--- config.mk ---
export PLATFORM = sky130hd
export DESIGN_NAME = sync_reservation
export DESIGN_NICKNAME = d
export VERILOG_FILES = /design/src/hdl/l2_pkg.sv /design/src/hdl/sync_reservation.sv
export VERILOG_INCLUDE_DIRS = /design/src /design/src/hdl
export SDC_FILE = /design/constraint.sdc
export NUM_CORES = 1
export LEC_CHECK = 0
export BUFFER_PORTS_ARGS = -buffer_cell sky130_fd_sc_hd__clkbuf_2
export CAP_MARGIN = 20
export CORE_AREA = 4 4 240 242
export CTS_CLUSTER_SIZE = 12
export DETAILED_ROUTE_END_ITERATION = 12
export DIE_AREA = 0 0 244 246
export MAX_ROUTING_LAYER = met4
export PLACE_DENSITY = 0.37
export SLEW_MARGIN = 20
export SYNTH_ARGS = -nofsm -noshare
export SYNTH_HDL_FRONTEND = slang
export SYNTH_SLANG_ARGS = --single-unit
--- constraint.sdc ---
create_clock -name clk -period 1.8 [get_ports clk]
set_clock_uncertainty 0.05 [all_clocks]
set_input_delay 0.09 -clock clk [delete_from_list [all_inputs] [get_ports clk]]
set_output_delay 0.09 -clock clk [all_outputs]
set_load 0.02 [all_outputs]
--- src/hdl/l2_config.svh ---
`ifndef L2_CONFIG_SVH
`define L2_CONFIG_SVH

// Flat line array, indexed by the low bits of the line address
`define L2_LINE_COUNT 256

// Hardware strands, one reservation each
`define L2_STRANDS 4

// Shape of the L1 data cache mirrored by the tag directory
`define L2_WAYS 4
`define L2_SETS 32

// Split of the 26-bit line address as seen by the L1
`define L2_SET_BITS 5
`define L2_TAG_BITS 21

`endif
--- src/hdl/l2_pkg.sv ---
`include "l2_config.svh"

package l2_pkg;

	// Request operations on the processor to cache port
	typedef enum logic [2:0]
	{
		PCI_LOAD       = 3'd0,
		PCI_STORE      = 3'd1,
		PCI_FLUSH      = 3'd2,
		PCI_INVALIDATE = 3'd3,
		PCI_LOAD_SYNC  = 3'd4,
		PCI_STORE_SYNC = 3'd5
	} pci_op_t;

	// Response operations; write-validate is reserved
	typedef enum logic [1:0]
	{
		CPI_LOAD           = 2'd0,
		CPI_STORE          = 2'd1,
		CPI_WRITE_VALIDATE = 2'd2
	} cpi_op_t;

	typedef struct packed
	{
		logic [1:0]                               unit;
		logic [1:0]                               strand;
		pci_op_t                                  op;
		logic [1:0]                               way;
		logic [`L2_SET_BITS+`L2_TAG_BITS-1:0]     address;
		logic [511:0]                             data;
		logic [63:0]                              mask;
	} pci_req_t;

	typedef struct packed
	{
		logic         status;
		logic [1:0]   unit;
		logic [1:0]   strand;
		cpi_op_t      op;
		logic         update;
		logic [1:0]   way;
		logic [511:0] data;
	} cpi_resp_t;

	// First response stage, before the directory result is known
	typedef struct packed
	{
		logic         valid;
		logic         status;
		logic [1:0]   unit;
		logic [1:0]   strand;
		cpi_op_t      op;
		logic [1:0]   way;
		logic [511:0] data;
	} resp_stage_t;

endpackage

--- src/hdl/sync_reservation.sv ---
`timescale 1ns/10ps
`include "l2_config.svh"

module sync_reservation
(
	input  logic             clk,
	input  logic             rst_n_i,
	input  logic             valid_i,
	input  l2_pkg::pci_req_t req_i,
	output logic             sync_ok_o
);

	logic [`L2_SET_BITS+`L2_TAG_BITS-1:0] resv_addr [`L2_STRANDS];
	logic [`L2_STRANDS-1:0]               resv_valid;
	logic                                 is_store;
	logic                                 is_load_sync;

	assign is_store = req_i.op == l2_pkg::PCI_STORE || req_i.op == l2_pkg::PCI_STORE_SYNC;
	assign is_load_sync = req_i.op == l2_pkg::PCI_LOAD_SYNC;

	// Verdict for the requesting strand against the current address
	assign sync_ok_o = resv_valid[req_i.strand] && resv_addr[req_i.strand] == req_i.address;

	always_ff @(posedge clk)
	begin
		if (valid_i && is_load_sync)
			resv_addr[req_i.strand] <= req_i.address;
	end

	always_ff @(posedge clk or negedge rst_n_i)
	begin
		if (!rst_n_i)
			resv_valid <= '0;
		else if (valid_i)
		begin
			if (is_store)
			begin
				// Any store to the line breaks every strand's reservation on it
				for (int s = 0; s < `L2_STRANDS; s++)
				begin
					if (resv_addr[s] == req_i.address)
						resv_valid[s] <= 1'b0;
				end
			end
			else if (is_load_sync)
				resv_valid[req_i.strand] <= 1'b1;
		end
	end

endmodule

# ---- Word-level counts from Yosys, hierarchy flattened
# Memory sizes are Yosys's and may differ from the RTL's.
# Cells that the tools add are included.
dict set report word_totals {
  reg_bits 4
  mem_bits_rw 104
  input_bits 614
  out_inout_bits 1
  elab_cells 41
  mem_count 1
}
# memory words word_bits rd rd_clocked_by_memory_dff write_ports line_no
set memory_table {}
lappend memory_table {resv_addr 4 26 5 0 1 sync_reservation.sv:13} ;# logic [`L2_SET_BITS+`L2_TAG_BITS-1:0] resv_addr [`L2_STRANDS];
dict set report classes {
  order_cmp 2
  n_eq_ne 12
  mux 12
  bitwise 1
  n_reduce_logical 9
}
# operator n
set ops {}
lappend ops {{$eq A26 B26 Y1} 5}
lappend ops {{$reduce_and A3 Y1} 4}
lappend ops {{$mux W1} 8}
lappend ops {{$mux W4} 2}
lappend ops {{$ne A2 B1 Y1 const B} 4}
lappend ops {{$eq A3 B3 Y1 const B} 2}
lappend ops {{$or A4 B4 Y4} 1}
lappend ops {{$eq A3 B1 Y1 const B} 1}
lappend ops {{$logic_and A1 B1 Y1} 3}
lappend ops {{$lt A2 B3 Y1 const B} 1}
lappend ops {{$bmux W1 S2} 1}
lappend ops {{$demux W1 S2} 1}
lappend ops {{$ge A2 B1 Y1 const B} 1}
lappend ops {{$reduce_bool A2 Y1} 1}
lappend ops {{$logic_or A1 B1 Y1} 1}

# ---- Longest topological paths before layout
dict set report logic_depth {
  depth_word 7
  depth_mapped 10
  mapped_depth_nobuf 6
}

# ---- Least setup slack after synthesis
# OpenSTA, ideal clock, no wires.
dict set report synth_path {
  path_type {input-to-reg}
  startpoint {input req_i[608] (netlist name)}
  endpoint {register resv_valid[0]}
  setup_ps 73
  t_arrival_ps 3209
  setup_slack_ps -1531
  stages 6
  path_buffers 4
  path_cell_list {buf_2 -> buf_2 -> buf_4 -> clkbuf_1 -> nor3b_1 -> o32a_1}
}
dict set report synth_via {
  elab_chain_cells 7
  word_cells_on_any_way 8
  cone_classes {order compare: 2; mux: 4; bitwise: 1; reduce/logical: 1}
}
# item line_no
set synth_rtl {}
lappend synth_rtl {{from (decl)} sync_reservation.sv:9} ;# input l2_pkg::pci_req_t req_i,
lappend synth_rtl {{$lt A2 B3 Y1 (implied by the code) or $ge A2 B1 Y1 (tied branches)} sync_reservation.sv:46} ;# resv_valid[req_i.strand] <= 1'b1;
lappend synth_rtl {{$logic_and A1 B1 Y1 (implied by the code)} sync_reservation.sv:46}
lappend synth_rtl {{$mux W1 (implied by the code)} sync_reservation.sv:46}
lappend synth_rtl {{$demux W1 S2 *} sync_reservation.sv:46}
lappend synth_rtl {{$or A4 B4 Y4 (no line) *} -}
lappend synth_rtl {{$mux W4 *} sync_reservation.sv:45} ;# else if (is_load_sync)
lappend synth_rtl {{$mux W4 *} sync_reservation.sv:36} ;# if (is_store)
lappend synth_rtl {{to (signal assigned)} sync_reservation.sv:33} ;# resv_valid <= '0;
lappend synth_rtl {{to (signal, indexed assignment)} sync_reservation.sv:42} ;# resv_valid[s] <= 1'b0;
lappend synth_rtl {{to (signal, indexed assignment)} sync_reservation.sv:46}
lappend synth_rtl {{to (decl)} sync_reservation.sv:14} ;# logic [`L2_STRANDS-1:0] resv_valid;
# Mark *: on every way between the ends. The rest lies on a longest branch, timed or not. The select of a mux whose other input is x is not followed.
# A chain may end at the register's enable or synchronous reset.

==> impl_results.md <==
* Outcome: finished, violations left
* Failing checks: setup timing
* Hold Path Depth at 1
* RR Startpoint: resv_addr[1][13]
* Ys flop type: edfxtp_1
* Worst IR Drop VDD at 0.450 mV
* NumNets Final at 1187
* Worst Max-Slew Pin Slew at 491 ps
* Clk slew on worst S/H paths at 70 ps
* Pwr Total at 5.72 mW
* Setup violations, final at 1
* CTS H-tree lvls at 3
* Share of layout cells above drive strength 1 at 44.5%
* Iter 0 DRT Violations at 215
* CTS tree: done
* Initial antenna violation count at 0
* Power per cell area at 679 nW/um^2
* Pre-CTS setup slack at -1000 ps
* DIE AREA at 60000 sq um
* Post-Syn Nets at 1008
* Util after Layout at 15.3%
* List of most frequent post-synthesis cells: 119 x xor2_1, 104 x edfxtp_1, 22 x nor4_1
* Library cells used by synthesis at 44
* CTS Root Cell: clkbuf_16
* Final hold slack at 18.7 ps
* Number of detailed-route iterations in the first pass at 4
* Die width at 244 microns
* # DRC at 0
* Io pins at 615
* Clk sinks at 108
* Slew Viols, Final at 0
* Post-Syn Area per Cell at 14.5 sq um
* Nature of the critical path endpoint: primary output
* CORE AREA at 55100 sq um
* Cell Area, Synth at 5700 sq um
* Dominant cell type by area after synthesis: edfxtp_1
* Rel. slew slack at 67.2%
* Critical path type: reg2out
* CP required at 1660 ps
* Max-cap violations at 0
* Worst skew pair latency at 360 ps
* Row count at 86
* Num CTS Buffers at 9
* Worst r2r dst: resv_valid[1]
* Finished Layout Cells at 1326
* Dpl cells at 1309
* Shortest period the worst path allows at 2730 ps
* First-pass GRT wire length at 27900 microns
* Asr flop ratio synth at 3.70%
* RD Place Congestion at 0.775
* Number of synthesized register bits at 108
* Wire per inst at 14.4 microns
* Post-DP HPWL at 14900 microns
* Layout area overhead at 47.8%
* Max frequency at 367 MHz
* Vias in the first global route at 4002
* ANT cells at 0
* Gr usage total at 6.53%
* Area contributors post-synth: edfxtp_1 55%, xor2_1 18%, mux4_2 3.9%
* HP Start: req_i[587]
* Total number of vias at 3729
* Via density at 2.81
* CP endpoint: sync_ok_o
* GRT Residual Overflow at 0
* Crit path arrival time at 2590 ps
* RSZ-0062 raised after global routing: yes
* Synth Warn # at 0
* Worst setup startpoint: resv_addr[3][23]
* FF-to-FF path depth at 6
* Die height at 246 microns
* EDFF count, synth at 104
* # Post-CTS Setup Buffers at 0
* Initial Utilization at 10.4%
* Post-Syn Instances at 394
* Top-count cell post-synth: xor2_1
* Class of the worst hold path: in2reg
* Final setup margin at -927 ps
* Leakage power at 3.05 nW
* Top cell type's share of synthesized area at 54.8%
* Largest net degree at the start of global routing at 23
* Tcrit/Tclk final at 151%
* Sequential area share after synthesis at 56.5%
* Worst Setup Start Kind: flop
* Post-DRT Antenna Nets at 0
* Crit-path max FO at 2
* Port Buffers at 34
* FF-to-FF setup slack at 50 ps
* Clk buf depth at 2
* Final hold vios at 0
* DRT Wirelength at 19100 microns
metal layers:
| metal | routed length [microns] | track usage, % |
|---|---|---|
| met1 | 9300 | 8.74 |
| met2 | 9340 | 10.8 |
| met3 | 341 | 0.882 |
| met4 | 93 | 1.01 |
| met5 | 0 | - |
through the flow:
stage	cell area (sq um)	setup TNS [ps]
after floorplan	5760	-1800
after global placement	7970	-1080
after detailed placement	7970	-1080
after CTS	8350	-1010
after global routing	8430	-1160
final	8430	-927
flip-flops by register name, indices dropped and copies added, names as in the netlist:
| signal | flops |
|---|---|
| resv_addr | 104 |
| resv_valid | 4 |
layout make-up:
class                           count  area, sq um
Timing Repair Buffer              203         1540
Clock inverter                      7         87.6
Multi-Input combinational cell    249         2410
Fill cell                        6201        46700
Clock buffer                        9          225
Inverter                            2         7.51
Tap cell                          748          936
Sequential cell                   108         3220
how the worst min path moves through the flow:
stage,endpoint,slack (ps)
2_1_floorplan,resv_valid[0],-260
3_3_place_gp,resv_valid[1],-110
3_5_place_dp,resv_valid[0],-110
4_1_cts,resv_addr[0][11],10
5_1_grt,resv_valid[2],40
6_report,resv_addr[0][11],20
cells in the final DEF, fill, tap and decap left out, types with 3 or more instances in the layout:
cell and n:
xnor2_1 8, o32a_1 4, xor2_1 117, inv_6 3, edfxtp_1 104, mux4_1 4, clkbuf_2 33, mux4_2 10
nand3_1 3, nor4_1 10, mux2i_1 20, nand4_1 6, nand2_1 7, nand3_2 3, buf_12 7, dfrtp_1 4
clkbuf_16 9, buf_4 160, o21ai_0 7, nor3_1 8, nor4_2 11
timing repair:
action | in CTS | in global routing
pin swaps | 4 | 11
endpoints found under the setup margin | 5 | 5
hold buffers | 1 | 0
endpoints found under the hold margin | 4 | 0
gates resized for setup | 9 | 15
gates cloned | 0 | 0
cells by family after synthesis:
logic type | after synthesis | synth area share [%]
buffers and inverters | 37 | 3.88
AO/OA/AOI/OAI | 24 | 3.20
XOR/XNOR | 127 | 19.5
multiplexers | 39 | 10.9
AND/OR/NAND/NOR | 59 | 5.99
flip-flops | 108 | 56.5
where the power goes:
| part | total [mW] | switching (mW) | internal, mW |
|---|---|---|---|
| clock network | 2.15 | 1.03 | 1.12 |
| registers | 2.83 | 0.0258 | 2.80 |
| logic | 0.748 | 0.409 | 0.339 |
| total | 5.72 | 1.46 | 4.26 |
critical path, cell delays in order (launching register included):
cell and delay [ps]:
edfxtp_1 400, mux4_2 510, xor2_2 190, nor4_4 310, buf_4 150, nand4_1 110, nor4_4 360, buf_4 210
Power figures use the tool's default switching activity.
